<file path="src/ethRx_params.svh">
/*
  Shared constants of the 10BASE-T receiver
  Timing values count clkRx periods; one line bit lasts RX_BIT_CYCLES
  RX_BLANK_CYCLES must lie between half a bit and a whole bit
  RX_IDLE_CYCLES must exceed one bit so that a running frame never ends
  STATION_MAC holds the first byte on the line in its top bits
*/
`ifndef ETHRX_PARAMS_SVH
`define ETHRX_PARAMS_SVH

////////////////////////////////////////
// Line timing

// Clock periods per Manchester bit
`define RX_BIT_CYCLES 8
// Blanking after an accepted mid-bit edge, hides the bit boundary edge
`define RX_BLANK_CYCLES 6
// Silence on the line that closes a frame
`define RX_IDLE_CYCLES 12

////////////////////////////////////////
// Framing

// Preamble bits needed before an SFD is trusted
`define PREAMBLE_MIN_BITS 31
// Smallest UDP frame after the SFD, header plus payload plus CRC
`define MIN_FRAME_BYTES 64
// Patterns as seen in the LSB-first shift register
`define PREAMBLE_BYTE 8'h55
`define SFD_BYTE 8'hD5

////////////////////////////////////////
// CRC-32 and address

// Ethernet polynomial, MSB-first form
`define CRC_POLY 32'h04C11DB7
// Register contents after a frame followed by its own CRC
`define CRC_RESIDUE 32'hC704DD7B
// Station address, not a broadcast address
`define STATION_MAC 48'h5A96_6020_D439

`endif

</file>
<file path="src/ethRxPkg.sv">
/*
  Types shared by the receiver blocks
  Widths are fixed here; bitCountT covers a full 1518-byte frame
  The decoder has two states only, all bit timing comes from counters
*/
package ethRxPkg;

	////////////////////////////////////////
	// Data path vectors

	// One received byte
	typedef logic [7:0] rxByteT;

	// Frame bits since the SFD, 14 bits hold 1518 bytes
	typedef logic [13:0] bitCountT;

	// Serial CRC-32 register
	typedef logic [31:0] crcT;

	// Ethernet MAC address
	typedef logic [47:0] macT;

	// Accepted frame counter, wraps silently
	typedef logic [31:0] pktCountT;

	////////////////////////////////////////
	// Decoder FSM

	// huntEdge waits for a mid-bit edge
	// blank ignores the line until the next mid-bit edge is near
	typedef enum logic {
		huntEdge,
		blank
	} decStateT;

endpackage

</file>
<file path="src/manchesterDecoder.sv">
/*
  Manchester bit recovery on the rising edge of clkRx
  rxLine is asynchronous and passes a two-flop synchronizer
  Locks to mid-bit edges, so the first bit of a burst may be wrong
  The preamble absorbs that; polarity toggles on each sfdFlip strobe
*/
`timescale 1ns/1ps
`include "ethRx_params.svh"

module manchesterDecoder (
	input  logic clkRx,
	input  logic arstN,
	input  logic rxLine,
	input  logic sfdFlip,
	output logic bitValid,
	output logic bitData,
	output logic frameEnd
);

	localparam int blankW = $clog2(`RX_BLANK_CYCLES + 1);
	localparam int idleW  = $clog2(`RX_IDLE_CYCLES + 1);

	logic syncA;
	logic syncB;
	logic lineLast;
	logic lineEdge;
	logic polarity;
	ethRxPkg::decStateT state;
	logic [blankW-1:0] blankCnt;
	logic [idleW-1:0] idleCnt;

	// Any change of the synchronized line, independent of polarity
	assign lineEdge = syncB ^ lineLast;

	////////////////////////////////////////
	// Synchronizer, edge history, polarity
	always_ff @(posedge clkRx or negedge arstN)
	begin
		if (!arstN)
		begin
			syncA    <= 1'b0;
			syncB    <= 1'b0;
			lineLast <= 1'b0;
			polarity <= 1'b0;
		end
		else
		begin
			syncA    <= rxLine;
			syncB    <= syncA;
			lineLast <= syncB;
			// Frame sync saw the inverted SFD
			if (sfdFlip)
				polarity <= ~polarity;
		end
	end

	////////////////////////////////////////
	// Bit FSM and idle timer
	always_ff @(posedge clkRx or negedge arstN)
	begin
		if (!arstN)
		begin
			state    <= ethRxPkg::huntEdge;
			blankCnt <= '0;
			bitValid <= 1'b0;
			idleCnt  <= idleW'(`RX_IDLE_CYCLES);
			frameEnd <= 1'b0;
		end
		else
		begin
			bitValid <= 1'b0;
			case (state)
				ethRxPkg::huntEdge:
				begin
					// New level after the mid-bit edge is the bit value
					if (lineEdge)
					begin
						bitValid <= 1'b1;
						blankCnt <= '0;
						state    <= ethRxPkg::blank;
					end
				end
				default:
				begin
					// Boundary edges fall in here and are dropped
					if (blankCnt == blankW'(`RX_BLANK_CYCLES - 1))
						state <= ethRxPkg::huntEdge;
					else
						blankCnt <= blankCnt + 1'b1;
				end
			endcase
			// Saturating counter gives a single frameEnd per silence
			frameEnd <= !lineEdge && (idleCnt == idleW'(`RX_IDLE_CYCLES - 1));
			if (lineEdge)
				idleCnt <= '0;
			else if (idleCnt != idleW'(`RX_IDLE_CYCLES))
				idleCnt <= idleCnt + 1'b1;
		end
	end

	// Bit value, only meaningful with bitValid
	always_ff @(posedge clkRx)
	begin
		if (state == ethRxPkg::huntEdge && lineEdge)
			bitData <= syncB ^ polarity;
	end

endmodule

</file>
<file path="src/frameSync.sv">
/*
  Preamble and SFD hunt, bit counting and byte assembly
  Bits arrive LSB first; a byte is the last eight bits at each boundary
  The preamble may appear in either polarity; an inverted SFD asks the
  decoder to flip, so the frame body is always seen upright
  Outputs follow bitValid by one cycle; frameEnd closes the frame
*/
`timescale 1ns/1ps
`include "ethRx_params.svh"

module frameSync (
	input  logic clkRx,
	input  logic arstN,
	input  logic bitValid,
	input  logic bitData,
	input  logic frameEnd,
	output logic sfd,
	output logic sfdFlip,
	output logic inFrame,
	output ethRxPkg::rxByteT rxByte,
	output logic rxByteValid,
	output ethRxPkg::bitCountT bitCount
);

	localparam int preW = $clog2(`PREAMBLE_MIN_BITS + 1);

	ethRxPkg::rxByteT shiftReg;
	ethRxPkg::rxByteT shiftNext;
	logic [preW-1:0] preCnt;
	logic preambleSeen;
	logic preambleBits;
	logic sfdHit;
	logic byteHit;

	// Window including the bit that arrives now
	assign shiftNext = {bitData, shiftReg[7:1]};

	// Alternating pattern in either polarity
	assign preambleBits = (shiftNext == `PREAMBLE_BYTE) || (shiftNext == ~`PREAMBLE_BYTE);
	assign preambleSeen = (preCnt == preW'(`PREAMBLE_MIN_BITS));

	// SFD is only looked for between frames
	assign sfdHit = bitValid && !inFrame && preambleSeen &&
		((shiftNext == `SFD_BYTE) || (shiftNext == ~`SFD_BYTE));

	// Eighth bit of a byte inside the frame
	assign byteHit = bitValid && inFrame && (bitCount[2:0] == 3'd7);

	////////////////////////////////////////
	// Shift register and preamble counter
	always_ff @(posedge clkRx or negedge arstN)
	begin
		if (!arstN)
		begin
			shiftReg <= '0;
			preCnt   <= '0;
		end
		else
		begin
			if (bitValid)
				shiftReg <= shiftNext;
			if (frameEnd)
				preCnt <= '0;
			else if (bitValid)
			begin
				// Saturate, any other pattern restarts the hunt
				if (!preambleBits)
					preCnt <= '0;
				else if (!preambleSeen)
					preCnt <= preCnt + 1'b1;
			end
		end
	end

	////////////////////////////////////////
	// Frame state, strobes and bit count
	always_ff @(posedge clkRx or negedge arstN)
	begin
		if (!arstN)
		begin
			inFrame     <= 1'b0;
			sfd         <= 1'b0;
			sfdFlip     <= 1'b0;
			rxByteValid <= 1'b0;
			bitCount    <= '0;
		end
		else
		begin
			sfd         <= sfdHit;
			sfdFlip     <= sfdHit && (shiftNext == ~`SFD_BYTE);
			rxByteValid <= byteHit;
			if (frameEnd)
				inFrame <= 1'b0;
			else if (sfdHit)
				inFrame <= 1'b1;
			// Count stays readable in the frameEnd cycle
			if (!inFrame)
				bitCount <= '0;
			else if (bitValid)
				bitCount <= bitCount + 1'b1;
		end
	end

	// Byte register, valid with rxByteValid
	always_ff @(posedge clkRx)
	begin
		if (byteHit)
			rxByte <= shiftNext;
	end

endmodule

</file>
<file path="src/crcCheck.sv">
/*
  Serial CRC-32 over the frame bits in line order
  Restarts at all ones on sfd; the SFD bit itself is not included
  crcOk reflects the register after the latest whole byte and is
  valid one cycle after that byte's strobe
*/
`timescale 1ns/1ps
`include "ethRx_params.svh"

module crcCheck (
	input  logic clkRx,
	input  logic arstN,
	input  logic bitValid,
	input  logic bitData,
	input  logic sfd,
	input  logic rxByteValid,
	output logic crcOk
);

	ethRxPkg::crcT crcReg;
	logic feedback;

	// Incoming bit against the register MSB
	assign feedback = bitData ^ crcReg[31];

	////////////////////////////////////////
	// LFSR and residue check
	always_ff @(posedge clkRx or negedge arstN)
	begin
		if (!arstN)
		begin
			crcReg <= '1;
			crcOk  <= 1'b0;
		end
		else
		begin
			// Restart wins, the next bit is many cycles away anyway
			if (sfd)
				crcReg <= '1;
			else if (bitValid)
				crcReg <= {crcReg[30:0], 1'b0} ^ ({32{feedback}} & `CRC_POLY);
			// Register already holds the eighth bit of the byte
			if (rxByteValid)
				crcOk <= (crcReg == `CRC_RESIDUE);
		end
	end

endmodule

</file>
<file path="src/packetQualifier.sv">
/*
  Frame verdict from destination address, minimum length and CRC
  The first six bytes after the SFD must equal the station address
  Broadcast and multicast frames are not accepted
  Exactly one of pktOk and pktBad fires one cycle after frameEnd,
  only for a frame that had found its SFD
*/
`timescale 1ns/1ps
`include "ethRx_params.svh"

module packetQualifier (
	input  logic clkRx,
	input  logic arstN,
	input  ethRxPkg::rxByteT rxByte,
	input  logic rxByteValid,
	input  logic inFrame,
	input  ethRxPkg::bitCountT bitCount,
	input  logic crcOk,
	input  logic frameEnd,
	output logic pktOk,
	output logic pktBad,
	output ethRxPkg::pktCountT pktCount
);

	localparam ethRxPkg::macT stationMac = `STATION_MAC;

	logic [10:0] byteNum;
	logic [2:0] macIdx;
	ethRxPkg::rxByteT macByte;
	logic inMacField;
	logic macOk;
	logic lengthOk;
	logic frameDone;
	logic frameGood;

	// With the strobe, bitCount already counts the byte just received
	assign byteNum    = bitCount[13:3];
	assign inMacField = (byteNum != 11'd0) && (byteNum <= 11'd6);
	assign macIdx     = 3'(byteNum - 11'd1);
	// Index 0 is the first byte on the line and the top of the address
	assign macByte    = stationMac[47 - 8*macIdx -: 8];

	// Length includes the CRC bytes
	assign lengthOk  = bitCount >= ethRxPkg::bitCountT'(`MIN_FRAME_BYTES * 8);
	assign frameDone = frameEnd && inFrame;
	assign frameGood = macOk && crcOk && lengthOk;

	////////////////////////////////////////
	// Address flag, verdict and counter
	always_ff @(posedge clkRx or negedge arstN)
	begin
		if (!arstN)
		begin
			macOk    <= 1'b1;
			pktOk    <= 1'b0;
			pktBad   <= 1'b0;
			pktCount <= '0;
		end
		else
		begin
			// Armed between frames and cleared by any wrong address byte
			if (!inFrame)
				macOk <= 1'b1;
			else if (rxByteValid && inMacField && (rxByte != macByte))
				macOk <= 1'b0;
			pktOk  <= frameDone && frameGood;
			pktBad <= frameDone && !frameGood;
			// Counter moves in the same cycle as pktOk
			if (frameDone && frameGood)
				pktCount <= pktCount + 1'b1;
		end
	end

endmodule

</file>
<file path="src/ethRxTop.sv">
/*
  10BASE-T receive path, single clock domain
  rxLine is the positive receive pair, sampled on rising clkRx only
  Byte stream has no back-pressure; a missed rxByteValid is lost
  Verdict arrives a variable time after the last line bit
*/
`timescale 1ns/1ps

module ethRxTop (
	input  logic clkRx,
	input  logic arstN,
	input  logic rxLine,
	output ethRxPkg::rxByteT rxByte,
	output logic rxByteValid,
	output logic inFrame,
	output logic pktOk,
	output logic pktBad,
	output ethRxPkg::pktCountT pktCount
);

	logic bitValid;
	logic bitData;
	logic frameEnd;
	logic sfd;
	logic sfdFlip;
	logic crcOk;
	ethRxPkg::bitCountT bitCount;

	////////////////////////////////////////
	// Line to bits
	manchesterDecoder decoder (
		.clkRx    (clkRx),
		.arstN    (arstN),
		.rxLine   (rxLine),
		.sfdFlip  (sfdFlip),
		.bitValid (bitValid),
		.bitData  (bitData),
		.frameEnd (frameEnd)
	);

	// Bits to framed bytes
	frameSync sync (
		.clkRx       (clkRx),
		.arstN       (arstN),
		.bitValid    (bitValid),
		.bitData     (bitData),
		.frameEnd    (frameEnd),
		.sfd         (sfd),
		.sfdFlip     (sfdFlip),
		.inFrame     (inFrame),
		.rxByte      (rxByte),
		.rxByteValid (rxByteValid),
		.bitCount    (bitCount)
	);

	// CRC on the same bit stream, restarted by the SFD
	crcCheck crc (
		.clkRx       (clkRx),
		.arstN       (arstN),
		.bitValid    (bitValid),
		.bitData     (bitData),
		.sfd         (sfd),
		.rxByteValid (rxByteValid),
		.crcOk       (crcOk)
	);

	////////////////////////////////////////
	// Verdict
	packetQualifier qualifier (
		.clkRx       (clkRx),
		.arstN       (arstN),
		.rxByte      (rxByte),
		.rxByteValid (rxByteValid),
		.inFrame     (inFrame),
		.bitCount    (bitCount),
		.crcOk       (crcOk),
		.frameEnd    (frameEnd),
		.pktOk       (pktOk),
		.pktBad      (pktBad),
		.pktCount    (pktCount)
	);

endmodule

</file>
<file path="config.mk">
export PLATFORM = sky130hd
export DESIGN_NAME = ethRxTop
export DESIGN_NICKNAME = d
export VERILOG_FILES = /design/src/ethRxPkg.sv /design/src/manchesterDecoder.sv /design/src/frameSync.sv /design/src/crcCheck.sv /design/src/packetQualifier.sv /design/src/ethRxTop.sv
export VERILOG_INCLUDE_DIRS = /design/src /design/src/src
export SDC_FILE = /design/constraint.sdc
export NUM_CORES = 1
export LEC_CHECK = 0
export BUFFER_PORTS_ARGS = -buffer_cell sky130_fd_sc_hd__buf_2
export CAP_MARGIN = 20
export CORE_MARGIN = 4
export CORE_UTILIZATION = 45
export CTS_BUF_LIST = sky130_fd_sc_hd__clkbuf_8
export DETAILED_ROUTE_END_ITERATION = 10
export PLACE_DENSITY = 0.63
export SETUP_SLACK_MARGIN = 0.2
export SLEW_MARGIN = 25
export SYNTH_ARGS = -nofsm -noshare
export SYNTH_HDL_FRONTEND = slang
export SYNTH_HIERARCHICAL = 1
export SYNTH_SLANG_ARGS = --single-unit
</file>
<file path="constraint.sdc">
create_clock -name clkRx -period 2.8 [get_ports clkRx]
set_input_delay 0.28 -clock clkRx [delete_from_list [all_inputs] [get_ports clkRx]]
set_output_delay 0.28 -clock clkRx [all_outputs]
set_load 0.1 [all_outputs]
</file>
==> results of run 1 <==
## cells in the mapped netlist (3+ instances only)
library cell  number
a211o_1           32
a21oi_1           15
a31oi_1            3
and2_1             7
and3_1             7
and4_1             4
clkbuf_1           9
dfrtp_1           77
dfstp_2           35
edfxtp_1           9
ha_1              15
inv_1             15
mux2_2             7
mux2i_1            6
nand2_1           32
nand2b_1           8
nand3_1           15
nand4_1           12
nand4b_1           3
nor2_1            26
nor2b_1           31
nor3_1             5
nor3b_1            3
nor4bb_1           4
o21ai_0           13
o22ai_1            3
o31ai_1            4
or3_1              4
xnor2_1           50
xor2_1            13
## flip-flops by register name, summed over array words and instances, names as in the netlist, 3 cells and up
name,flops
crc/crcReg,32
sync/shiftReg,7
decoder/idleCnt,4
decoder/blankCnt,3
sync/rxByte,8
sync/preCnt,5
sync/bitCount,14
qualifier/pktCount,32
## worst reg2reg max path: cells and delay by family, from the launching register on
kind	cells	cell delay (ns)
adders and majority gates	2	0.74
AOI/OAI and AO/OA	2	0.59
DFF	1	0.36
buffers and inverters	3	0.24
xor gates and xnor gates	1	0.17
and+or+nand+nor	1	0.08
## power groups by stage
| stage | sequential (mW) | combinational, mW | clock, mW |
|---|---|---|---|
| floorplan | 2.47 | 0.905 | 0 |
| global placement | 2.56 | 0.959 | 0 |
| detailed placement | 2.57 | 0.996 | 0 |
| CTS | 2.55 | 1.01 | 1.42 |
| global route | 2.60 | 1.11 | 1.51 |
| finish | 2.55 | 0.996 | 1.37 |
## per-layer routing
layer	wire (um)	vias up	track usage [%]
met5	0	-	0
met4	119	0	5.32
met3	349	13	4.06
met2	5350	68	24.5
met1	5440	1993	22.4
li1	-	1925	-
## kinds of logic after synthesis
logic type / after synthesis / share of synthesized area, %
muxes: 13 / 2.35
adders and majority gates: 15 / 3.18
DFF: 121 / 52.8
buffers and inverters: 31 / 2.63
AOI/OAI and AO/OA: 78 / 9.65
and+or+nand+nor: 186 / 19.3
xor gates and xnor gates: 65 / 10.1
## placed cells by master, fill, tap and decap left out, types with 17 or more instances in the layout
cell type and n:
xnor2_1 50, nand2_1 32, buf_2 45, clkbuf_8 19, dfrtp_1 76, nor2_1 26
nor2b_1 31, inv_1 17, a211o_1 32, dfstp_2 35
## repair_timing
| item | CTS | global route |
|---|---|---|
| buffers inserted | 0 | 0 |
| endpoints found under the hold margin | 49 | 0 |
| gates resized for setup | 0 | 2 |
| endpoints found under the setup margin | 0 | 1 |
| hold buffers | 2 | 0 |
## worst max path at each step
stage	from	to	cells after the start
after global routing	sync/bitCount[4]	qualifier/macOk	9
after floorplan	qualifier/pktCount[5]	qualifier/pktCount[25]	5
after global placement	sync/bitCount[4]	qualifier/macOk	9
after CTS	sync/bitCount[4]	qualifier/macOk	9
after detailed placement	sync/bitCount[4]	qualifier/macOk	9
final	sync/bitCount[4]	qualifier/macOk	9
## area by class of cell
type	count	area, um2	area share (%)
clock inverter	13	86.3	1.29
inverter	15	56.3	0.842
multi-input combinational	357	2640	39.4
timing repair buffer	55	318	4.75
sequential	121	3120	46.6
tap	172	215	3.22
clock buffer	19	262	3.91
==> results.sh, run 1 <==
export IMPL_status="finished, final reports clean"
export IMPL_vias=3999
export IMPL_hp_class="flop to flop"
export IMPL_final_nets=585
export IMPL_yosysTopAreaCellShare_pct=32.7
export IMPL_cap_violations=0
export IMPL_syn_avg_cell_area_um2=11.6
export IMPL_ys_warn_count=6
export IMPL_reg2reg_depth=9
export IMPL_grt_pass1_vias=3889
export IMPL_design_area_um2=6690
export IMPL_seq_area_frac_synth_pct=52.8
export IMPL_yosysTopAreaCell="dfrtp_1"
export IMPL_clkTransAtPathRegs_ns=0.07
export IMPL_leakagePower_nw=3.07
export IMPL_powerDensity_nw_per_um2=735
export IMPL_drive_above_1_share_pct=24.3
export IMPL_grt_ovfl_total=0
export IMPL_clock_root_buffer="clkbuf_8"
export IMPL_cpMaxStageDelayCell="ha_1"
export IMPL_worst_pin_slew_ns=0.783
export IMPL_area_delta_synth_final_pct=13.4
export IMPL_power_switching_mw=1.37
export IMPL_synth_ff_latch_count=121
export IMPL_r2r_slack_ns=0.50
export IMPL_rr_endpoint="qualifier/macOk"
export IMPL_crit_arrival_ns=2.61
export IMPL_fmax_mhz=435
export IMPL_holdPathStages=0
export IMPL_hold_start="decoder/syncA"
export IMPL_switching_share_pct=27.9
export IMPL_p_comb_share_pct=20.3
export IMPL_place_hpwl_um=7640
export IMPL_cts_made_buffers=17
export IMPL_ir_worst_vdd_uv=513
export IMPL_grt_use_total_pct=16.0
export IMPL_yosys_top_cells_area="dfrtp_1, dfstp_2, xnor2_1, a211o_1, edfxtp_1"
export IMPL_internal_power_mw=3.54
export IMPL_start_util_pct=46.4
export IMPL_synth_area_um2=5900
export IMPL_detail_route_antenna_nets=0
export IMPL_clk_latency_ns=0.42
export IMPL_fin_setup_tns_ns=0
export IMPL_io_pins=47
export IMPL_whs_ns=0.360
export IMPL_crit_chain="inv_1 > ha_1 > inv_1 > ha_1 > inv_1 > a2111oi_2 > xnor2_1 > nand3_1 > o311ai_0"
export IMPL_post_route_util_pct=52.6
export IMPL_fillers=1185
export IMPL_grt_pass1_wl_um=19200
export IMPL_wirelength_um=11300
export IMPL_synth_nets=527
export IMPL_power_mw=4.92
export IMPL_drc=0
export IMPL_synth_distinct_cells=67
export IMPL_coreArea_um2=12700
export IMPL_avgRoutedWirePerCell_um=15.0
export IMPL_dp_slack_ns=0.326
export IMPL_hold_viol=0
export IMPL_startpoint_type="flop"
export IMPL_maxSlewViolCount=0
export IMPL_period_needed_ns=2.30
export IMPL_rr_startpoint="sync/bitCount[4]"
export IMPL_clk_path_buf_depth=2
export IMPL_synth_edf_count=9
export IMPL_crit_family="adder cells"
export IMPL_row_count=41
export IMPL_chipWidth_um=123
export IMPL_path_buf_inv=3
export IMPL_cp_common_cell="inv_1"
export IMPL_dieHeight_um=123
export IMPL_clockPowerShare_pct=27.9
export IMPL_cpPeakStageDelay_ns=0.38
export IMPL_grt_setup_unrepaired="false"
export IMPL_path_class="flop to flop"
export IMPL_slew_headroom_pct=47.8
export IMPL_dpl_cell_area_um2=6320
export IMPL_post_route_period_util_pct=82.1
export IMPL_cts_tree="built"
export IMPL_drtIter0Drc=233
export IMPL_setup_violations_final=0
export IMPL_antenna_found_initial=0
export IMPL_n_antenna_cell=0
export IMPL_cts_sinks=121
export IMPL_netlist_instances=509
export IMPL_finalWeightedCongestion=0.839
export IMPL_h_tree_depth=4
export IMPL_dr_pass1_iters=4
export IMPL_stdcell_count=752
export IMPL_ys_flop_type="dfrtp_1"
export IMPL_ys_async_sr_fraction_pct=92.6
export IMPL_viasPerCell=5.32
export IMPL_io_buffers=46
export IMPL_fin_ws_ns=0.502
export IMPL_die_area_um2=15000
export IMPL_p_seq_share_pct=51.8
export IMPL_end_kind="flop"
export IMPL_whs_endpoint="decoder/syncB"
export IMPL_place_inst=718
export IMPL_grt_max_degree=61
export IMPL_cp_required_ns=3.11
export IMPL_path_max_fanout=5
export IMPL_skew_ns=0.00724
No activity file was read; power rests on OpenSTA's default activity.
==> run 2, diff against run 1 <==
==> constraint.sdc (replaced) <==
create_clock -name clkRx -period 2.3 [get_ports clkRx]
set_input_delay 0.23 -clock clkRx [delete_from_list [all_inputs] [get_ports clkRx]]
set_output_delay 0.23 -clock clkRx [all_outputs]
set_load 0.1 [all_outputs]
==> results.sh, run 2 (synthesized netlist as in run 1, its figures left out) <==
export IMPL_skew_ns=0.0136
export IMPL_crit_arrival_ns=2.34
export IMPL_slew_headroom_pct=58.0
export IMPL_start_util_pct=46.4
export IMPL_area_delta_synth_final_pct=17.2
export IMPL_cp_common_cell="ha_4"
export IMPL_path_buf_inv=1
export IMPL_viasPerCell=5.33
export IMPL_cts_tree="built"
export IMPL_antenna_found_initial=0
export IMPL_crit_chain="inv_4 > ha_4 > xor2_2 > ha_4 > mux2i_1 > nor2_1 > xnor2_1 > nand4_1 > o311ai_1"
export IMPL_rr_startpoint="sync/bitCount[3]"
export IMPL_h_tree_depth=4
export IMPL_grt_pass1_vias=3934
export IMPL_clkTransAtPathRegs_ns=0.07
export IMPL_dieHeight_um=123
export IMPL_wirelength_um=12100
export IMPL_drive_above_1_share_pct=30.3
export IMPL_crit_path_start="sync/bitCount[3]"
export IMPL_n_antenna_cell=0
export IMPL_cp_endpoint="qualifier/macOk"
export IMPL_detail_route_antenna_nets=0
export IMPL_grt_pass1_wl_um=20100
export IMPL_cp_required_ns=2.64
export IMPL_powerDensity_nw_per_um2=924
export IMPL_die_area_um2=15000
export IMPL_cpMaxStageDelayCell="dfrtp_2"
export IMPL_path_max_fanout=5
export IMPL_rr_endpoint="qualifier/macOk"
export IMPL_worst_pin_slew_ns=0.630
export IMPL_fillers=1148
export IMPL_final_nets=590
export IMPL_crit_family="adder cells"
export IMPL_reg_top3="crc/crcReg (32), qualifier/pktCount (32), sync/bitCount (14)"
export IMPL_fmax_mhz=501
export IMPL_post_route_period_util_pct=86.8
export IMPL_cpPeakStageDelay_ns=0.39
export IMPL_finalWeightedCongestion=0.810
export IMPL_period_needed_ns=2.00
export IMPL_place_hpwl_um=8260
export IMPL_setup_violations_final=0
export IMPL_path_class="flop to flop"
export IMPL_clk_latency_ns=0.44
export IMPL_final_cell_mix="dfrtp_1, xnor2_1, buf_2, dfstp_2"
export IMPL_row_count=41
export IMPL_power_mw=6.39
export IMPL_cp_depth=9
export IMPL_io_pins=47
export IMPL_hp_class="primary input to asynchronous set/reset pin"
export IMPL_dr_pass1_iters=6
export IMPL_startpoint_type="flop"
export IMPL_cts_sinks=121
export IMPL_coreArea_um2=12700
export IMPL_final_common_cell="dfrtp_1"
export IMPL_io_buffers=46
export IMPL_maxSlewViolCount=0
export IMPL_reg2reg_depth=9
export IMPL_grt_use_total_pct=17.1
export IMPL_cts_made_buffers=17
export IMPL_vias=4036
export IMPL_cap_violations=0
export IMPL_whs_ns=0.339
export IMPL_fin_setup_tns_ns=0
export IMPL_drtIter0Drc=235
export IMPL_chipWidth_um=123
export IMPL_grt_setup_unrepaired="true"
export IMPL_status="finished, final reports clean"
export IMPL_ir_worst_vdd_uv=593
export IMPL_end_kind="flop"
export IMPL_leakagePower_nw=3.09
export IMPL_r2r_slack_ns=0.30
export IMPL_hold_viol=0
export IMPL_grt_max_degree=88
export IMPL_grt_ovfl_total=0
export IMPL_avgRoutedWirePerCell_um=16.0
export IMPL_drc=0
export IMPL_clk_path_buf_depth=2
export IMPL_clock_root_buffer="clkbuf_8"
## run 2: cell count changes in the layout (fill, tap and decap cells not counted), sizes merged
cell / before / now
bufinv: 1 / 4
clkbuf: 19 / 17
clkinvlp: 1 / 2
inv: 17 / 18
buf: 53 / 58
clkinv: 9 / 6
## run 2: cell type report
| cell class | count | area, um2 | share of cell area [%] |
|---|---|---|---|
| clock inverters | 15 | 201 | 2.91 |
| flip-flops and latches | 121 | 3140 | 45.5 |
| repair buffers | 60 | 368 | 5.32 |
| multi-input cells | 357 | 2690 | 38.9 |
| inverters | 15 | 58.8 | 0.851 |
| well taps | 172 | 215 | 3.11 |
| clock buffers | 17 | 234 | 3.38 |
## run 2: worst min path at each step
stage / slack [ns] / to / depth (start not counted) / startpoint
final: 0.34 / sync/bitCount[5] / 2 / arstN
after global routing: 0.37 / qualifier/pktCount[7] / 2 / arstN
after CTS: 0.32 / qualifier/pktCount[8] / 2 / arstN
after detailed placement: 0.27 / sync/bitCount[5] / 1 / arstN
after global placement: 0.27 / sync/bitCount[5] / 1 / arstN
after floorplan: -0.07 / crc/crcOk / 0 / arstN
## run 2: metrics by stage
step / util, % / instances / setup WS (ns) / area (um2)
2_1_floorplan: - / 509 / 0.204 / 5950
3_3_place_gp: 50.3 / 721 / 0.250 / 6400
3_5_place_dp: 50.3 / 721 / 0.149 / 6400
4_1_cts: 54.0 / 755 / 0.215 / 6870
5_1_grt: 54.3 / 757 / 0.170 / 6910
6_report: 54.3 / 757 / 0.304 / 6910
## run 2: timing repair
action / in CTS / in global routing
buffers inserted: 0 / 2
endpoints found under the hold margin: 33 / 0
cloned: 0 / 0
hold buffers: 2 / 0
setup endpoints to repair: 1 / 5
gates resized for setup: 2 / 6
pin swaps: 0 / 7
## run 2: routing by layer
layer / vias up / wire, um / global-route usage [%]
met5: - / 0 / 0
met4: 0 / 207 / 6.30
met3: 18 / 473 / 4.47
met2: 87 / 5670 / 26.1
met1: 2003 / 5780 / 23.6
li1: 1928 / - / -
## run 2: worst reg2reg max path, stage by stage, from the launching register on
cell and delay (ns):
dfrtp_2 0.39, inv_4 0.06, ha_4 0.16, xor2_2 0.19, ha_4 0.31, mux2i_1 0.18, nor2_1 0.07, xnor2_1 0.17
nand4_1 0.10, o311ai_1 0.28
## run 2: power by group
group          internal [mW]  switching, mW  leakage [nW]
Combinational          0.706          0.504          1.42
Clock                   1.18          0.880         0.218
Sequential              2.73          0.380          1.46
Total                   4.62           1.76          3.09
==> run 3, diff against run 2 <==
--- a/config.mk
+++ b/config.mk
@@ -6,13 +6,14 @@
 export SDC_FILE = /design/constraint.sdc
 export NUM_CORES = 1
 export LEC_CHECK = 0
+export ABC_AREA = 1
 export BUFFER_PORTS_ARGS = -buffer_cell sky130_fd_sc_hd__buf_2
 export CAP_MARGIN = 20
 export CORE_MARGIN = 4
 export CORE_UTILIZATION = 45
 export CTS_BUF_LIST = sky130_fd_sc_hd__clkbuf_8
 export DETAILED_ROUTE_END_ITERATION = 10
-export PLACE_DENSITY = 0.63
+export PLACE_DENSITY = 0.62
 export SETUP_SLACK_MARGIN = 0.2
 export SLEW_MARGIN = 25
 export SYNTH_ARGS = -nofsm -noshare
==> results.sh, run 3 <==
export IMPL_cap_violations=0
export IMPL_startpoint_type="flop"
export IMPL_worst_pin_slew_ns=0.515
export IMPL_fmax_mhz=511
export IMPL_p_comb_share_pct=19.3
export IMPL_ys_top_cells_by_count="nand2_1, inv_1, nor2_1, dfrtp_1, nand3_1"
export IMPL_power_switching_mw=1.86
export IMPL_cpMaxStageDelayCell="dfrtp_1"
export IMPL_post_route_period_util_pct=85.0
export IMPL_clockPowerShare_pct=31.4
export IMPL_start_util_pct=46.0
export IMPL_dp_slack_ns=0.213
export IMPL_status="finished, final reports clean"
export IMPL_clkTransAtPathRegs_ns=0.06
export IMPL_whs_ns=0.273
export IMPL_place_inst=1060
export IMPL_netlist_instances=833
export IMPL_row_count=44
export IMPL_switching_share_pct=30.4
export IMPL_internal_power_mw=4.26
export IMPL_drtIter0Drc=353
export IMPL_path_max_fanout=5
export IMPL_synth_distinct_cells=42
export IMPL_cts_made_buffers=17
export IMPL_yosysTopAreaCell="dfrtp_1"
export IMPL_area_delta_synth_final_pct=14.2
export IMPL_h_tree_depth=4
export IMPL_post_route_util_pct=52.6
export IMPL_yosysTopAreaCellShare_pct=28.7
export IMPL_final_nets=920
export IMPL_place_hpwl_um=10100
export IMPL_vias=5277
export IMPL_r2r_slack_ns=0.34
export IMPL_yosysMostFrequentCell="nand2_1"
export IMPL_seq_area_frac_synth_pct=46.4
export IMPL_maxSlewViolCount=0
export IMPL_coreArea_um2=14600
export IMPL_grt_use_total_pct=18.2
export IMPL_wirelength_um=14100
export IMPL_yosys_top_cells_area="dfrtp_1, dfstp_2, nand2_1, inv_1, nor2_1"
export IMPL_crit_arrival_ns=2.31
export IMPL_grt_pass1_vias=5062
export IMPL_skew_ns=0.00868
export IMPL_synth_nets=851
export IMPL_powerDensity_nw_per_um2=798
export IMPL_hp_class="primary input to asynchronous set/reset pin"
export IMPL_grt_pass1_wl_um=24500
export IMPL_grt_max_degree=44
export IMPL_dr_pass1_iters=6
export IMPL_ir_worst_vdd_uv=552
export IMPL_io_buffers=46
export IMPL_synth_edf_count=9
export IMPL_synth_ff_latch_count=121
export IMPL_grt_setup_unrepaired="false"
export IMPL_detail_route_antenna_nets=0
export IMPL_drive_above_1_share_pct=22.6
export IMPL_clk_latency_ns=0.44
export IMPL_dieHeight_um=130
export IMPL_clk_path_buf_depth=2
export IMPL_setup_violations_final=0
export IMPL_avgRoutedWirePerCell_um=12.9
export IMPL_stdcell_count=1099
export IMPL_chipWidth_um=130
export IMPL_cpPeakStageDelay_ns=0.38
export IMPL_path_class="flop to flop"
export IMPL_reg_top3="crc/crcReg (32), qualifier/pktCount (32), sync/bitCount (14)"
export IMPL_viasPerCell=4.80
export IMPL_end_kind="flop"
export IMPL_antenna_found_initial=0
export IMPL_ys_warn_count=6
export IMPL_slew_headroom_pct=65.6
export IMPL_cts_tree="built"
export IMPL_cp_common_cell="nand2_1"
export IMPL_clock_root_buffer="clkbuf_8"
export IMPL_grt_ovfl_total=0
export IMPL_drc=0
export IMPL_final_cell_mix="nand2_1, inv_1, nor2_1, dfrtp_1, nand3_1"
export IMPL_design_area_um2=7670
export IMPL_cp_required_ns=2.66
export IMPL_fin_setup_tns_ns=0
export IMPL_power_mw=6.12
export IMPL_io_pins=47
export IMPL_p_seq_share_pct=49.3
export IMPL_finalWeightedCongestion=0.860
export IMPL_crit_chain="inv_2 > ha_2 > xnor2_2 > inv_2 > ha_4 > inv_2 > nor2_4 > buf_4 > nand4_1 > nand2_1 > nor2_2 > nand3_1 > nand2_1 > nand2_1 > nand2_1"
export IMPL_hold_viol=0
export IMPL_n_antenna_cell=0
export IMPL_syn_avg_cell_area_um2=8.06
export IMPL_leakagePower_nw=3.81
export IMPL_dpl_cell_area_um2=7160
export IMPL_ys_async_sr_fraction_pct=92.6
export IMPL_cts_sinks=121
export IMPL_final_common_cell="nand2_1"
export IMPL_die_area_um2=16900
export IMPL_ys_flop_type="dfrtp_1"
export IMPL_synth_area_um2=6710
export IMPL_period_needed_ns=1.96
export IMPL_fin_ws_ns=0.344
[run 3: critical path: cells and delay by family (launching register included)]
| family | cells | cell delay, ns |
|---|---|---|
| XOR/XNOR | 1 | 0.13 |
| adder cells (fa/ha/maj) | 2 | 0.50 |
| buffers and inverters | 4 | 0.35 |
| flip-flops | 1 | 0.38 |
| AND/OR/NAND/NOR | 8 | 0.53 |
[run 3: final cells by class]
class	count	area, um2
sequential	121	3120
clock inverter	10	101
multi-input combinational	573	3060
fill	1401	6920
timing repair buffer	65	393
inverter	124	467
tap	184	230
clock buffer	22	303
[run 3: cell families (layout without fill, tap and decap cells)]
family | Yosys count | in the layout | share of synthesized area [%]
simple gates | 469 | 469 | 32.6
buf+inv | 139 | 221 | 8.74
flops | 121 | 121 | 46.4
compound gates | 62 | 62 | 5.89
xor+xnor | 27 | 27 | 3.52
fa+ha+maj | 15 | 15 | 2.80
[run 3: final timing paths]
kind / endpoint / startpoint / depth (start not counted)
worst max-delay path: qualifier/macOk / sync/bitCount[3] / 15
worst min-delay path: sync/shiftReg[3] / arstN / 2
worst max register to register: qualifier/macOk / sync/bitCount[3] / 15
worst min register to register: decoder/syncB / decoder/syncA / 0
max in group asynchronous: crc/crcReg[1] / arstN / 3
min in group clkRx: decoder/syncB / decoder/syncA / 0
[run 3: power groups by stage]
stage               clock network [mW]  registers (mW)  logic, mW
global route                      2.09            3.08       1.41
detailed placement                   0            3.06       1.20
CTS                               1.98            3.02       1.21
finish                            1.92            3.02       1.18
floorplan                            0            2.96       1.03
global placement                     0            3.05       1.17
[run 3: timing repair]
| action | CTS | global route |
|---|---|---|
| setup buffers | 0 | 5 |
| endpoints found under the setup margin | 1 | 1 |
| gates resized for setup | 1 | 12 |
| pin swaps | 0 | 4 |
| hold endpoints to repair | 25 | 0 |
| hold buffers | 2 | 0 |
[run 3: layer usage]
layer | share of wire [%] | wire length, um | global-route usage (%) | vias to the layer above
met5 | 0 | 0 | 0 | -
met4 | 0.68 | 96 | 4.40 | 0
met3 | 3.9 | 554 | 5.24 | 6
met2 | 45 | 6410 | 27.9 | 76
met1 | 50 | 7080 | 25.6 | 2433
li1 | - | - | - | 2762
